File: src/dmm_pkg.sv
// shared codes for the acquisition sequencer; all levels are active high and 1 bit wide
package dmm_pkg;

  //////////////////////////////////////////////////////////////////////
  // counter width

  // phase countdown and duration registers
  // 24 bits covers about 0.8 s of precharge at 20 MHz
  localparam int CNT_W = 24;

  //////////////////////////////////////////////////////////////////////
  // mode register codes

  // plain repeated precharge / trigger / wait loop
  localparam logic MODE_NO_AZ = 1'b0;
  // precharge, hi sample, precharge, lo sample loop
  localparam logic MODE_AZ    = 1'b1;

  //////////////////////////////////////////////////////////////////////
  // analog switch levels

  // precharge switch, boot side protects the input from az charge injection
  localparam logic SW_PC_BOOT   = 1'b0;
  localparam logic SW_PC_SIGNAL = 1'b1;

  // autozero mux, lo is the reference side
  localparam logic AZMUX_LO = 1'b0;
  localparam logic AZMUX_HI = 1'b1;

  //////////////////////////////////////////////////////////////////////
  // register map of the microcontroller port

  localparam logic [1:0] REG_MODE      = 2'd0;
  localparam logic [1:0] REG_PRECHARGE = 2'd1;
  localparam logic [1:0] REG_SAMPLE    = 2'd2;
  // read only, writes are dropped
  localparam logic [1:0] REG_COUNT     = 2'd3;

endpackage

File: src/acq_output_sel.sv
// output block; adc_measure_valid must be synchronous to clk, irq lags its rise by 2 cycles
module acq_output_sel
  import dmm_pkg::*;
#(
  parameter int COUNT_W = CNT_W
)
(
  input  logic               clk,
  input  logic               rst_n,
  input  logic               mode,
  input  logic               adc_measure_valid,

  // pins of both sequencers
  input  logic               trig_no_az,
  input  logic               trig_az,
  input  logic               led_toggle_no_az,
  input  logic               led_toggle_az,

  output logic               adc_measure_trig,
  output logic               led0,
  output logic [1:0]         monitor,
  output logic               irq,
  output logic [COUNT_W-1:0] sample_count
);

  // valid history, [0] newest
  logic [1:0] valid_q;

  // the idle sequencer is parked, but pick by mode anyway
  assign adc_measure_trig = (mode == MODE_AZ) ? trig_az : trig_no_az;

  always_ff @(posedge clk)
  begin
    if (!rst_n)
    begin
      led0         <= 1'b0;
      valid_q      <= 2'b00;
      irq          <= 1'b0;
      sample_count <= '0;
    end
    else
    begin
      if ((mode == MODE_AZ) ? led_toggle_az : led_toggle_no_az)
        led0 <= ~led0;

      // rising valid gives one irq pulse and one count
      valid_q <= {valid_q[0], adc_measure_valid};
      irq     <= (valid_q == 2'b01);
      if (valid_q == 2'b01)
        sample_count <= sample_count + COUNT_W'(1);
    end
  end

  // scope pins, bit 1 irq and bit 0 trigger
  assign monitor = {irq, adc_measure_trig};

endmodule

File: src/acq_regs.sv
// register file for the mcu port; arm_trigger must be held stable for at least 3 clk cycles
module acq_regs
  import dmm_pkg::*;
#(
  parameter int CLK_FREQ = 20_000_000,
  parameter int COUNT_W  = CNT_W
)
(
  input  logic               clk,
  input  logic               rst_n,

  // mcu register port
  input  logic               reg_wr,
  input  logic [1:0]         reg_addr,
  input  logic [COUNT_W-1:0] reg_wdata,
  output logic [COUNT_W-1:0] reg_rdata,

  // level from the mcu, async to clk
  input  logic               arm_trigger,

  // completed samples, from the output block
  input  logic [COUNT_W-1:0] sample_count,

  // register values to the sequencers
  output logic               mode,
  output logic [COUNT_W-1:0] precharge_cycles,
  output logic [COUNT_W-1:0] sample_cycles,
  output logic               run_strobe,
  output logic               park_strobe
);

  // 500 us worth of clk cycles
  localparam logic [COUNT_W-1:0] DUR_RST = COUNT_W'(CLK_FREQ / 2000);

  // arm_trigger sync stages, [0] newest
  logic [1:0] arm_sync;

  //////////////////////////////////////////////////////////////////////
  // writable registers

  always_ff @(posedge clk)
  begin
    if (!rst_n)
    begin
      mode             <= MODE_NO_AZ;
      precharge_cycles <= DUR_RST;
      sample_cycles    <= DUR_RST;
    end
    else if (reg_wr)
    begin
      case (reg_addr)
        REG_MODE:      mode             <= reg_wdata[0];
        REG_PRECHARGE: precharge_cycles <= reg_wdata;
        REG_SAMPLE:    sample_cycles    <= reg_wdata;
        // count register has no write side
        default:       ;
      endcase
    end
  end

  // readback, combinational from the address
  always_comb
  begin
    case (reg_addr)
      REG_MODE:      reg_rdata = {{(COUNT_W-1){1'b0}}, mode};
      REG_PRECHARGE: reg_rdata = precharge_cycles;
      REG_SAMPLE:    reg_rdata = sample_cycles;
      default:       reg_rdata = sample_count;
    endcase
  end

  //////////////////////////////////////////////////////////////////////
  // arm edge detect

  // sync resets low so a high arm level after reset only gives a harmless run
  // a low arm level after reset gives no park, sequencers come up running
  always_ff @(posedge clk)
  begin
    if (!rst_n)
    begin
      arm_sync    <= 2'b00;
      run_strobe  <= 1'b0;
      park_strobe <= 1'b0;
    end
    else
    begin
      arm_sync    <= {arm_sync[0], arm_trigger};
      // old low, new high
      run_strobe  <= arm_sync[0] & ~arm_sync[1];
      // old high, new low
      park_strobe <= ~arm_sync[0] & arm_sync[1];
    end
  end

endmodule

File: src/acq_top.sv
// acquisition top; a mode change starts the newly enabled sequencer even while arm is low
module acq_top
  import dmm_pkg::*;
#(
  parameter int CLK_FREQ = 20_000_000,
  parameter int COUNT_W  = CNT_W
)
(
  input  logic               clk,
  input  logic               rst_n,

  // mcu register port
  input  logic               reg_wr,
  input  logic [1:0]         reg_addr,
  input  logic [COUNT_W-1:0] reg_wdata,
  output logic [COUNT_W-1:0] reg_rdata,
  input  logic               arm_trigger,

  // adc
  input  logic               adc_measure_valid,
  output logic               adc_measure_trig,

  // analog switches
  output logic               sw_pc,
  output logic               azmux,

  // indicators
  output logic               led0,
  output logic [1:0]         monitor,
  output logic               irq
);

  logic               mode;
  logic [COUNT_W-1:0] precharge_cycles;
  logic [COUNT_W-1:0] sample_cycles;
  logic [COUNT_W-1:0] sample_count;
  logic               run_strobe;
  logic               park_strobe;

  // sequencer pins before the mode mux
  logic               trig_no_az;
  logic               trig_az;
  logic               led_toggle_no_az;
  logic               led_toggle_az;

  acq_regs #(
    .CLK_FREQ (CLK_FREQ),
    .COUNT_W  (COUNT_W)
  ) u_regs (
    .clk              (clk),
    .rst_n            (rst_n),
    .reg_wr           (reg_wr),
    .reg_addr         (reg_addr),
    .reg_wdata        (reg_wdata),
    .reg_rdata        (reg_rdata),
    .arm_trigger      (arm_trigger),
    .sample_count     (sample_count),
    .mode             (mode),
    .precharge_cycles (precharge_cycles),
    .sample_cycles    (sample_cycles),
    .run_strobe       (run_strobe),
    .park_strobe      (park_strobe)
  );

  // exactly one sequencer enabled by the mode bit
  sample_acq_no_az #(
    .COUNT_W (COUNT_W)
  ) u_no_az (
    .clk               (clk),
    .rst_n             (rst_n),
    .enable            (mode == MODE_NO_AZ),
    .run_strobe        (run_strobe),
    .park_strobe       (park_strobe),
    .adc_measure_valid (adc_measure_valid),
    .precharge_cycles  (precharge_cycles),
    .adc_measure_trig  (trig_no_az),
    .led_toggle        (led_toggle_no_az)
  );

  sample_acq_az #(
    .COUNT_W (COUNT_W)
  ) u_az (
    .clk               (clk),
    .rst_n             (rst_n),
    .enable            (mode == MODE_AZ),
    .run_strobe        (run_strobe),
    .park_strobe       (park_strobe),
    .adc_measure_valid (adc_measure_valid),
    .precharge_cycles  (precharge_cycles),
    .sample_cycles     (sample_cycles),
    .adc_measure_trig  (trig_az),
    .led_toggle        (led_toggle_az),
    .sw_pc             (sw_pc),
    .azmux             (azmux)
  );

  acq_output_sel #(
    .COUNT_W (COUNT_W)
  ) u_out (
    .clk               (clk),
    .rst_n             (rst_n),
    .mode              (mode),
    .adc_measure_valid (adc_measure_valid),
    .trig_no_az        (trig_no_az),
    .trig_az           (trig_az),
    .led_toggle_no_az  (led_toggle_no_az),
    .led_toggle_az     (led_toggle_az),
    .adc_measure_trig  (adc_measure_trig),
    .led0              (led0),
    .monitor           (monitor),
    .irq               (irq),
    .sample_count      (sample_count)
  );

endmodule

File: src/sample_acq_az.sv
// autozero sequencer; sample phase waits for both its countdown and adc valid, no timeout
module sample_acq_az
  import dmm_pkg::*;
#(
  parameter int COUNT_W = CNT_W
)
(
  input  logic               clk,
  input  logic               rst_n,

  input  logic               enable,
  input  logic               run_strobe,
  input  logic               park_strobe,
  input  logic               adc_measure_valid,

  input  logic [COUNT_W-1:0] precharge_cycles,
  input  logic [COUNT_W-1:0] sample_cycles,

  output logic               adc_measure_trig,
  output logic               led_toggle,

  // analog switch drives, registered
  output logic               sw_pc,
  output logic               azmux
);

  localparam logic [3:0] ST_START       = 4'd0;
  localparam logic [3:0] ST_PC_HI_LOAD  = 4'd1;
  localparam logic [3:0] ST_PC_HI_COUNT = 4'd2;
  localparam logic [3:0] ST_TRIG_HI     = 4'd3;
  localparam logic [3:0] ST_SAMPLE_HI   = 4'd4;
  localparam logic [3:0] ST_PC_LO_LOAD  = 4'd5;
  localparam logic [3:0] ST_PC_LO_COUNT = 4'd6;
  localparam logic [3:0] ST_TRIG_LO     = 4'd7;
  localparam logic [3:0] ST_SAMPLE_LO   = 4'd8;
  localparam logic [3:0] ST_PARK        = 4'd9;

  logic [3:0]         state;
  logic [COUNT_W-1:0] count_down;
  logic               enable_q;

  //////////////////////////////////////////////////////////////////////
  // fsm and switch drives

  always_ff @(posedge clk)
  begin
    if (!rst_n)
    begin
      state      <= ST_START;
      count_down <= '0;
      enable_q   <= 1'b1;
      sw_pc      <= SW_PC_BOOT;
      azmux      <= AZMUX_LO;
    end
    else
    begin
      enable_q <= enable;

      case (state)
        ST_START:
          state <= ST_PC_HI_LOAD;

        // precharge, pc switch protects the signal while the mux moves to hi
        ST_PC_HI_LOAD:
        begin
          count_down <= precharge_cycles;
          azmux      <= AZMUX_HI;
          sw_pc      <= SW_PC_BOOT;
          state      <= ST_PC_HI_COUNT;
        end
        // switch goes to signal at the same edge as the trigger state
        ST_PC_HI_COUNT:
          if (count_down == '0)
          begin
            sw_pc <= SW_PC_SIGNAL;
            state <= ST_TRIG_HI;
          end
          else
            count_down <= count_down - COUNT_W'(1);

        // hi sample, adc triggered at phase start
        ST_TRIG_HI:
        begin
          count_down <= sample_cycles;
          state      <= ST_SAMPLE_HI;
        end
        ST_SAMPLE_HI:
          if (count_down != '0)
            count_down <= count_down - COUNT_W'(1);
          else if (adc_measure_valid)
            state <= ST_PC_LO_LOAD;

        // back to boot before the mux leaves hi
        ST_PC_LO_LOAD:
        begin
          count_down <= precharge_cycles;
          sw_pc      <= SW_PC_BOOT;
          state      <= ST_PC_LO_COUNT;
        end
        ST_PC_LO_COUNT:
          if (count_down == '0)
          begin
            azmux <= AZMUX_LO;
            state <= ST_TRIG_LO;
          end
          else
            count_down <= count_down - COUNT_W'(1);

        // lo sample
        ST_TRIG_LO:
        begin
          count_down <= sample_cycles;
          state      <= ST_SAMPLE_LO;
        end
        ST_SAMPLE_LO:
          if (count_down != '0)
            count_down <= count_down - COUNT_W'(1);
          else if (adc_measure_valid)
            state <= ST_PC_HI_LOAD;

        ST_PARK:
          ;

        default:
          state <= ST_PARK;
      endcase

      // parked rest position is boot and lo
      if (park_strobe || !enable)
      begin
        state <= ST_PARK;
        sw_pc <= SW_PC_BOOT;
        azmux <= AZMUX_LO;
      end
      else if (run_strobe || !enable_q)
        state <= ST_PC_HI_LOAD;
    end
  end

  //////////////////////////////////////////////////////////////////////
  // outputs

  assign adc_measure_trig = (state == ST_TRIG_HI) || (state == ST_TRIG_LO);
  // once per hi/lo pair
  assign led_toggle       = (state == ST_PC_HI_LOAD);

endmodule

File: src/sample_acq_no_az.sv
// no-autozero sequencer; register values are sampled only at precharge load
module sample_acq_no_az
  import dmm_pkg::*;
#(
  parameter int COUNT_W = CNT_W
)
(
  input  logic               clk,
  input  logic               rst_n,

  // low holds the sequencer parked
  input  logic               enable,
  input  logic               run_strobe,
  input  logic               park_strobe,

  // level from the adc, low while converting
  input  logic               adc_measure_valid,

  input  logic [COUNT_W-1:0] precharge_cycles,

  output logic               adc_measure_trig,
  output logic               led_toggle
);

  localparam logic [2:0] ST_START    = 3'd0;
  localparam logic [2:0] ST_PC_LOAD  = 3'd1;
  localparam logic [2:0] ST_PC_COUNT = 3'd2;
  localparam logic [2:0] ST_TRIG     = 3'd3;
  localparam logic [2:0] ST_WAIT     = 3'd4;
  localparam logic [2:0] ST_PARK     = 3'd5;

  logic [2:0]         state;
  logic [COUNT_W-1:0] count_down;
  // last enable, a rising enable restarts like a run strobe
  logic               enable_q;

  //////////////////////////////////////////////////////////////////////
  // fsm

  always_ff @(posedge clk)
  begin
    if (!rst_n)
    begin
      state      <= ST_START;
      count_down <= '0;
      enable_q   <= 1'b1;
    end
    else
    begin
      enable_q <= enable;

      case (state)
        // single cycle, handy as a scope marker after reset
        ST_START:
          state <= ST_PC_LOAD;

        // pause matches the precharge phase of az mode, keeps timing alike
        ST_PC_LOAD:
        begin
          count_down <= precharge_cycles;
          state      <= ST_PC_COUNT;
        end

        // runs precharge_cycles + 1 cycles
        ST_PC_COUNT:
          if (count_down == '0)
            state <= ST_TRIG;
          else
            count_down <= count_down - COUNT_W'(1);

        // one cycle trigger to the adc
        ST_TRIG:
          state <= ST_WAIT;

        // trigger is never high here, so valid is the fresh conversion
        ST_WAIT:
          if (adc_measure_valid)
            state <= ST_PC_LOAD;

        ST_PARK:
          ;

        default:
          state <= ST_PARK;
      endcase

      // park wins over run, run only when enabled
      if (park_strobe || !enable)
        state <= ST_PARK;
      else if (run_strobe || !enable_q)
        state <= ST_PC_LOAD;
    end
  end

  //////////////////////////////////////////////////////////////////////
  // outputs, decoded from state so park and reset give low

  assign adc_measure_trig = (state == ST_TRIG);
  // one led event per sample
  assign led_toggle       = (state == ST_PC_LOAD);

endmodule

File: config.mk
export PLATFORM = sky130hd
export DESIGN_NAME = acq_top
export DESIGN_NICKNAME = d
export VERILOG_FILES = /design/src/dmm_pkg.sv /design/src/acq_output_sel.sv /design/src/acq_regs.sv /design/src/acq_top.sv /design/src/sample_acq_az.sv /design/src/sample_acq_no_az.sv
export SDC_FILE = /design/constraint.sdc
export NUM_CORES = 1
export LEC_CHECK = 0
export BUFFER_PORTS_ARGS = -buffer_cell sky130_fd_sc_hd__buf_4
export CAP_MARGIN = 0
export CORE_MARGIN = 2
export CORE_UTILIZATION = 55
export CTS_CLUSTER_DIAMETER = 200
export CTS_CLUSTER_SIZE = 25
export DETAILED_ROUTE_END_ITERATION = 12
export PLACE_DENSITY = 0.8
export SLEW_MARGIN = 20
export SYNTH_ARGS = -nofsm -noshare
export SYNTH_HDL_FRONTEND = slang
export SYNTH_SLANG_ARGS = --single-unit
File: constraint.sdc
create_clock -name clk -period 3.1 [get_ports clk]
set_input_delay 0.62 -clock clk [delete_from_list [all_inputs] [get_ports clk]]
set_output_delay 0.62 -clock clk [all_outputs]
set_load 0.02 [all_outputs]
Word-level counts from Yosys, hierarchy flattened
Cells that the tools add are included. Widths: inputs -> output; s select.

Register bits: 140. Bits of input ports: 31. Word-level logic and storage cells: 132.

Add/subtract/negate cells: 3. Equal/unequal tests: 38. Muxes and demuxes: 26. Bitwise gates (word level): 9. Reductions and logical operators: 36.

Operators by type and width (count): $pmux 24 s4 (1); $mux 24 (3); $pmux 24 s3 (1); $logic_not 24->1 (2); $pmux 24 s2 (1); $sub 24x1->24 const B (2); $pmux 4 s10 (1); $mux 4 (8); $add 24x1->24 const B (1); $reduce_bool 24->1 (1); $pmux 3 s6 (1); $eq 4x3->1 const B (4); $ne 2x2->1 const B (7); $reduce_and 7->1 (2); $mux 3 (4); $ne 4x1->1 const B (3); $ne 4x2->1 const B (3); $reduce_and 2->1 (6); $reduce_or 2->1 (5); $reduce_and 3->1 (3); $eq 4x2->1 const B (2); $eq 4x4->1 const B (2); $ne 2x1->1 const B (4); $ne 4x4->1 const B (2); 19 further kinds (43).

Depth between registers and ports, before layout
Gate-level depths: netlist (run 1).

Depth after elaboration: 5. Depth in mapped cells: 9. Gate-level depth less buffers: 7.

By module
Synthesis (run 1) repeated with hierarchy kept, for this count alone.

Cell total of the unflattened synthesis: 929. Area total of the unflattened synthesis: 7883.8 um^2.

Modules (own cells, without submodules): acq_regs (instances 1, cells an instance 254, area each 2601.2 um^2); sample_acq_az (instances 1, cells an instance 293, area each 2177.1 um^2); sample_acq_no_az (instances 1, cells an instance 237, area each 1825.5 um^2); acq_output_sel (instances 1, cells an instance 144, area each 1276.2 um^2); acq_top (instances 1, cells an instance 1, area each 3.8 um^2).

Worst setup path before layout (run 1)
OpenSTA, ideal clock, no wires.

Path kind: input to output. Start: in reg_addr[0]. End: out reg_rdata[10]. Arrival time: 1887 ps. Path slack: 593 ps. Stages on the path: 4. Path through: clkbuf_1 buf_1 mux2_2 a22o_1.

Cells in the longest elaborated chain, start to end: 2. Elaborated cells between the ends (all ways): 4.

RTL lines: start, declared (line acq_top.sv:14) `input logic [1:0] reg_addr,`; $eq 2x2->1 (tied with other cells) (line acq_regs.sv:64) `case (reg_addr)`; $pmux 24 s3 * (line acq_regs.sv:64); end, declared (line acq_top.sv:16) `output logic [COUNT_W-1:0] reg_rdata,`.

Mark *: on every way between the ends. The rest lies on a longest branch, timed or not.

Final worst setup path (run 1)
Start: reg u_no_az.count_down[4]. End: reg u_no_az.count_down[9].

Cells in the longest elaborated chain, start to end: 3. Elaborated cells between the ends (all ways): 6.

RTL lines: start, declared (line sample_acq_no_az.sv:33) `logic [COUNT_W-1:0] count_down;`; start signal, assigned (line sample_acq_no_az.sv:60) `count_down <= precharge_cycles;`; start signal, assigned (line sample_acq_no_az.sv:69) `count_down <= count_down - COUNT_W'(1);`; $sub 24x1->24 / $logic_not 24->1 (equally long branches) (line sample_acq_no_az.sv:69, sample_acq_no_az.sv:66); $mux 24 / $ne 2x2->1 (equally long branches); $pmux 24 s2 / $reduce_and 2->1 (equally long branches).

Several ways; a longest one is shown, not always the timed one. The select of a mux whose other input is x is not followed. A chain may end at the register's enable or synchronous reset.

==> impl_metrics.toml, run 1 <==
[worst_setup_path]
worstSetupStartpointType = "register"
critPathArrivalTime_ns = 2.92
critPathKind = "reg -> reg"
critPathMaxFanout = 16
ff2ff_setup_slack_ns = 0.53
worstPathRequired_ns = 3.45
endpoint_kind = "register"
rr_worst_depth = 6
cp-startpoint = "u_no_az.count_down[4]"
endpoint = "u_no_az.count_down[9]"
r2r-start = "u_no_az.count_down[4]"
r2r-end = "u_no_az.count_down[9]"

[synth]
async_reset_ff_frac = 0
synth_cell_types = 66
synth_top_area_cell = "dfxtp_1"
synthTopCellsByArea = "dfxtp_1, nand2_1, a21oi_1"
avgSynthCellArea_um2 = 7.817
synth_nets = 986
yosysTopAreaCellShare = 0.3774
synth-edff-count = 0
synth_common_cells = "nand2_1, dfxtp_1, a21oi_1, nor2_1, clkbuf_1"
syn_inst = 950
ys_seq_area_frac = 0.3774
synth.most_common_cell = "nand2_1"
synth_ff_type = "dfxtp_1"
ys_ff_latch = 140
ys.warnings.count = 0
syn_area_um2 = 7426

[power_and_ir_drop]
swShare = 0.3202
pwr-share-clk = 0.393
switching_power_mw = 1.846
p_int_mw = 3.919
p_seq_frac = 0.359
leakage_nw = 3.255
irDropWorstVdd_uv = 413.2
p_per_area_nw_per_um2 = 669.2
combPwrFrac = 0.248

[drt]
wl_per_cell_um = 19.12
drt-pass1-iter-count = 6
ant_nets = 0
drc = 0
vias_per_cell = 6.438
num_vias = 7475
drt_wl_total_um = 22200
drtIter0Drc = 1025

[sta]
fmax_ghz = 0.3895
post-route-period-util = 0.8281
drv_slew = 0
fin_ws_ns = 0.5329
tns_ns = 0
relSlewSlack = 0.3199
hold_ws_ns = 0.4040
rsz0062_at_grt = "false"
setup_viol_count_final = 0
worst_pin_slew_ns = 1.018
period_needed_ns = 2.567
finalHoldViolations = 0
final.setup_skew_ns = 0.007177

[cts]
cts_tree = "done"
cts.sinks = 140
postCtsSetupBuffers = 0
clockBufferDepth = 2
cts.clk_slew.worst_paths_ns = 0.06
root_buffer = "clkbuf_16"
holdBufCountCts = 0
cts_made_buffers = 17
worstSkewPairLatency_ns = 0.43
cts_resized = 0
htreeDepth = 4

[floorplan]
dieArea_um2 = 14450
num_io_pins = 62
rows = 42
die_h_um = 120.2
start_util = 0.5630
core_area_um2 = 13190
chipWidth_um = 120.2

[grt]
grt_antenna_before_repair = 0
grt_first_pass_wirelength_um = 35440
grtUsageTotal = 0.3135
grt_remaining_overflow = 0
grt_max_degree = 54
grt_pass1_vias = 6830

[place]
place_congestion = 0.9414
dp_slack_ns = 0.5584
dp_hpwl_um = 14760
port_buffers = 61

[status]
status = "finished, final reports clean"

[cells_and_area]
drive_gt1_frac = 0.1604
antenna-diode-count = 0
area_growth_pct = 16.02
nNetsFinal = 1008

[hold_path]
hold_class = "reg -> reg"

[job]
maxCapViolations = 0
## final cells by class
class / instances / area, um2
clock buffer: 19 / 442.9
clock inverter: 13 / 215.2
fill: 1117 / 4574
inverter: 10 / 38.79
multi-input combinational: 722 / 4263
sequential: 140 / 2803
tap: 176 / 220.2
timing repair buffer: 81 / 633.1
## power groups by stage
stage	sequential, mW	clock [mW]	combinational (mW)
CTS	2.06	2.28	1.40
finish	2.07	2.27	1.43
detailed placement	2.10	0	1.39
global placement	2.09	0	1.37
floorplan	2.03	0	1.12
global route	2.08	2.37	1.56
## metrics by stage
stage | utilization | area (um2) | instances | total power, mW
finish | 0.6532 | 8616 | 1161 | 5.765
global route | 0.6532 | 8616 | 1161 | 6.007
CTS | 0.6532 | 8616 | 1161 | 5.739
detailed placement | 0.6033 | 7958 | 1129 | 3.483
global placement | 0.6033 | 7958 | 1129 | 3.464
floorplan | - | 7426 | 950 | 3.157
## per-layer routing
layer,wire (um),global-route usage
met3,2001,0.06840
met1,9210,0.4203
met5,0,0
met2,10340,0.4954
met4,645,0.1199
## registers in the layout (all words and copies together), names as in the netlist
| register | flops |
|---|---|
| u_regs.sample_cycles | 24 |
| u_out.led0 | 1 |
| u_az.count_down | 24 |
| u_regs.run_strobe | 1 |
| u_out.sample_count | 24 |
| u_az.enable_q | 1 |
| u_az.sw_pc | 1 |
| u_regs.precharge_cycles | 24 |
| u_az.azmux | 1 |
| u_regs.arm_sync | 2 |
| u_out.irq | 1 |
| u_regs.park_strobe | 1 |
| u_out.valid_q | 2 |
| u_regs.mode | 1 |
| u_az.state | 4 |
| u_no_az.count_down | 24 |
| u_no_az.enable_q | 1 |
| u_no_az.state | 3 |
## worst min path at each step
stage / to / depth (start not counted) / from / slack (ns)
final: u_regs.run_strobe / 1 / u_regs.arm_sync[1] / 0.40
after global routing: u_regs.arm_sync[0] / 2 / arm_trigger / 0.39
after CTS: u_regs.arm_sync[0] / 2 / arm_trigger / 0.39
after detailed placement: u_regs.run_strobe / 1 / u_regs.arm_sync[1] / 0.40
after global placement: u_regs.run_strobe / 1 / u_regs.arm_sync[1] / 0.39
after floorplan: u_regs.run_strobe / 1 / u_regs.arm_sync[1] / 0.38
## worst max-delay path, stage by stage, from the launching register on
cell,delay [ns]
dfxtp_1,0.37
or4_4,0.61
or4_1,0.55
o22ai_2,0.40
buf_4,0.30
o21ai_0,0.11
a21oi_1,0.14
## kinds of logic (layout without fill, tap and decap cells)
group	Yosys count	in the layout	share of synthesized area
simple gates	395	395	0.2581
compound gates	273	273	0.2374
flops	140	140	0.3774
buf+inv	88	123	0.05071
mux	27	27	0.04195
xor+xnor	22	22	0.02595
fa+ha+maj	5	5	0.008425
## cell usage in the layout (no fill, tap or decap), drive strengths merged, types with 8 or more instances in the layout
master and instances:
and2 8, nand2b 8, nor3 31, nor2 62, o31ai 12, or4 12
a21oi 103, or3 18, mux2 23, xor2 9, a22o 30, buf 81
o21ai 52, nand4 13, xnor2 13, inv 10, nand3 23, nor3b 8
nand2 162, nor4 18, dfxtp 140, clkbuf 19
No activity file was read; power rests on OpenSTA's default activity.
==> run 2: changes to the inputs <==
CORE_UTILIZATION = 54   (was 55)
PLACE_DENSITY = 0.82   (was 0.8)
clock period = 2.21 ns   (was 3.1 ns; I/O delays follow)
==> impl_metrics.toml, run 2 (same netlist as run 1, synthesis figures left out) <==
[cells_and_area]
seq_area_um2 = 2805
final_common_cell = "nand2_1"
fill_cells = 1134
multiInputGateArea_um2 = 4339
drive_gt1_frac = 0.2112
nNetsFinal = 1056
final_area_um2 = 8992
final_cell_mix = "nand2_1, dfxtp_1, buf_4"
instances_no_fill = 1208
area_growth_pct = 21.10
antenna-diode-count = 0

[drt]
drt_wl_total_um = 22510
drc = 0
num_vias = 7626
vias_per_cell = 6.313
drtIter0Drc = 861
wl_per_cell_um = 18.63
ant_nets = 0
drt-pass1-iter-count = 8

[power_and_ir_drop]
p_per_area_nw_per_um2 = 896.6
leakage_nw = 3.483
irDropWorstVdd_uv = 717.4
total_power_mw = 8.062

[worst_setup_path]
critPathMaxFanout = 6
endpoint_kind = "register"
critPathArrivalTime_ns = 2.50
worstPathRequired_ns = 2.54
worstSetupStartpointType = "register"
critPathKind = "reg -> reg"

[cts]
cts.clk_slew.worst_paths_ns = 0.06
cts.sinks = 140
worstSkewPairLatency_ns = 0.42
cts_made_buffers = 17
htreeDepth = 4
cts_tree = "done"
clockBufferDepth = 2
root_buffer = "clkbuf_16"

[sta]
post-route-period-util = 0.9831
final.setup_skew_ns = 0.008537
finalHoldViolations = 0
fin_ws_ns = 0.03732
period_needed_ns = 2.173
relSlewSlack = 0.5230
rsz0062_at_grt = "true"
fmax_ghz = 0.4603
setup_viol_count_final = 0
drv_slew = 0
worst_pin_slew_ns = 0.7155

[grt]
grt_antenna_before_repair = 1
grtUsageTotal = 0.3151
grt_pass1_vias = 7126
grt_max_degree = 47
grt_first_pass_wirelength_um = 36470
grt_remaining_overflow = 0

[status]
status = "finished, final reports clean"

[place]
place_congestion = 0.9550
dp_hpwl_um = 15370
port_buffers = 61
dp_cells = 1174
place_area_um2 = 8318
dp_slack_ns = 0.03344

[floorplan]
die_h_um = 121.3
rows = 42
start_util = 0.5563
num_io_pins = 62
dieArea_um2 = 14710
chipWidth_um = 121.3
core_area_um2 = 13350

[hold_path]
hold_class = "in -> reg"

[job]
maxCapViolations = 0
==> run 2: power by group <==
group          switching, mW  internal (mW)  total (mW)
registers              0.165           2.69        2.86
logic                   1.38           1.11        2.48
clock network           1.04           1.68        2.72
==> run 2: repair_timing <==
action,4_1_cts,5_1_grt
endpoints found under the setup margin,4,48
hold buffers,0,0
pin swaps,1,6
setup buffers,0,2
cloned,0,1
resized for setup,2,22
==> run 2: critical path: stages, from the launching register on <==
cell,delay [ns]
dfxtp_1,0.30
or4_1,0.56
or3_4,0.40
o32ai_4,0.34
buf_6,0.18
a211oi_1,0.05
a211oi_1,0.26
==> run 2: area by class of cell <==
cell class | instances | share of cell area
inverters | 10 | 0.004174
clock buffers | 24 | 0.05580
flip-flops and latches | 140 | 0.3120
repair buffers | 129 | 0.1141
clock inverters | 7 | 0.006957
well taps | 176 | 0.02449
multi-input cells | 722 | 0.4825
==> run 2: metrics by stage <==
stage / hold slack (ns) / util / TNS [ns]
6_report: 0.2333 / 0.6737 / 0
5_1_grt: 0.2233 / 0.6737 / -0.04066
4_1_cts: 0.2225 / 0.6657 / -0.006909
3_5_place_dp: 0.3995 / 0.6232 / 0
3_3_place_gp: 0.3940 / 0.6232 / 0
2_1_floorplan: 0.3835 / - / 0
==> run 2: final timing paths <==
kind	start	endpoint	slack [ns]	depth (start not counted)
hold / removal	arm_trigger	u_regs.arm_sync[0]	0.23	2
hold reg to reg	u_regs.arm_sync[1]	u_regs.run_strobe	0.41	1
setup reg to reg	u_az.count_down[18]	u_az.count_down[1]	0.04	6
setup / recovery	u_az.count_down[18]	u_az.count_down[1]	0.04	6
==> run 2: metal layers <==
| layer | part of all wire | global-route usage | vias up |
|---|---|---|---|
| li1 | - | - | 3576 |
| met3 | 0.091 | 0.07002 | 76 |
| met2 | 0.46 | 0.4968 | 403 |
| met4 | 0.043 | 0.1624 | 2 |
| met5 | 0.00058 | 0 | - |
| met1 | 0.40 | 0.4046 | 3569 |
==> run 3: changes to the inputs <==
PLACE_DENSITY = 0.76   (was 0.82)
==> impl_metrics.toml, run 3 (same netlist as run 1, synthesis figures left out) <==
[cts]
cts.sinks = 140
cts_tree = "done"
worstSkewPairLatency_ns = 0.43
cts.clk_slew.worst_paths_ns = 0.06
root_buffer = "clkbuf_16"
htreeDepth = 4
cts_made_buffers = 17
clockBufferDepth = 2

[floorplan]
chipWidth_um = 121.3
dieArea_um2 = 14710
rows = 42
die_h_um = 121.3
start_util = 0.5563
num_io_pins = 62
core_area_um2 = 13350

[hold_path]
hold_class = "in -> reg"
hold_path_startpoint = "arm_trigger"
hold_depth = 2

[drt]
wl_per_cell_um = 19.22
drt-pass1-iter-count = 6
num_vias = 7650
drt_wl_total_um = 23290
drc = 0
vias_per_cell = 6.312
drtIter0Drc = 1078
ant_nets = 0

[power_and_ir_drop]
p_per_area_nw_per_um2 = 922.2
leakage_nw = 3.543
irDropWorstVdd_uv = 593.4
total_power_mw = 8.491

[cells_and_area]
area_growth_pct = 23.99
drive_gt1_frac = 0.2210
antenna-diode-count = 0
final_cell_mix = "nand2_1, dfxtp_1, buf_4"
post-route-util = 0.6898
fill_cells = 1091
final_area_um2 = 9208
nNetsFinal = 1059
instances_no_fill = 1212
final_common_cell = "nand2_1"

[worst_setup_path]
critPathMaxFanout = 8
rr_worst_depth = 7
critPathArrivalTime_ns = 2.54
endpoint_kind = "register"
critPathKind = "reg -> reg"
ff2ff_setup_slack_ns = -0.02
endpoint = "u_no_az.count_down[9]"
r2r-start = "u_no_az.count_down[7]"
worstPathRequired_ns = 2.52
r2r-end = "u_no_az.count_down[9]"
cp-startpoint = "u_no_az.count_down[7]"
worstSetupStartpointType = "register"

[grt]
grt_pass1_vias = 6724
grt_antenna_before_repair = 0
grt_first_pass_wirelength_um = 35320
grtUsageTotal = 0.3097
grt_remaining_overflow = 0
grt_max_degree = 80

[status]
status = "complete, but fails checks"
violations = "negative setup slack"

[sta]
fin_ws_ns = -0.01822
worst_pin_slew_ns = 0.8101
relSlewSlack = 0.4599
rsz0062_at_grt = "true"
tns_ns = -0.05377
final.setup_skew_ns = 0.007758
hold_ws_ns = 0.2273
finalHoldViolations = 0
setup_viol_count_final = 7
fmax_ghz = 0.4488
drv_slew = 0
period_needed_ns = 2.228
post-route-period-util = 1.008

[place]
place_area_um2 = 8352
dp_cells = 1173
dp_hpwl_um = 15420
dp_slack_ns = 0.01872
place_congestion = 0.9197
port_buffers = 61

[job]
maxCapViolations = 0
-- run 3: cell count changes in the layout (fill, tap and decap cells not counted), sizes merged --
| cell | previous run | this run |
|---|---|---|
| clkbuf | 24 | 20 |
| clkinv | 5 | 4 |
| inv | 10 | 14 |
| bufinv | 1 | 3 |
| clkinvlp | 1 | 4 |
-- run 3: cell type report --
type | count | area [um2] | area share
Clock buffer | 17 | 425.4 | 0.04620
Clock inverter | 15 | 186.4 | 0.02025
Inverter | 10 | 38.79 | 0.004213
Multi-Input combinational cell | 722 | 4369 | 0.4745
Sequential cell | 140 | 2808 | 0.3049
Tap cell | 176 | 220.2 | 0.02392
Timing Repair Buffer | 132 | 1160 | 0.1260
-- run 3: metal layers --
layer | share of wire | vias to the layer above | track usage
met3 | 0.087 | 53 | 0.06250
met4 | 0.029 | 0 | 0.1185
met2 | 0.48 | 385 | 0.4982
li1 | - | 3606 | -
met5 | 0 | - | 0
met1 | 0.41 | 3606 | 0.4101
-- run 3: what timing repair did --
| action | 4_1_cts | 5_1_grt |
|---|---|---|
| cloned | 0 | 4 |
| endpoints found under the setup margin | 4 | 47 |
| setup buffers | 0 | 3 |
| hold buffers | 0 | 0 |
| pin swaps | 0 | 17 |
| resized for setup | 2 | 31 |
-- run 3: worst min-delay path by stage --
stage / end / slack (ns)
CTS: u_regs.arm_sync[0] / 0.22
global placement: u_regs.run_strobe / 0.39
global route: u_regs.arm_sync[0] / 0.24
finish: u_regs.arm_sync[0] / 0.23
detailed placement: u_regs.run_strobe / 0.40
floorplan: u_regs.run_strobe / 0.38
-- run 3: worst max-delay path, stage by stage, from the launching register on --
cell,delay [ns]
dfxtp_2,0.34
or4_4,0.55
or4_4,0.54
o22ai_4,0.23
buf_6,0.15
clkbuf_16,0.14
a21o_1,0.10
a21oi_2,0.05
-- run 3: report_power, final --
group / switching [mW] / internal (mW)
clock network: 1.16 / 1.79
logic: 1.48 / 1.19
registers: 0.173 / 2.69
total: 2.82 / 5.68
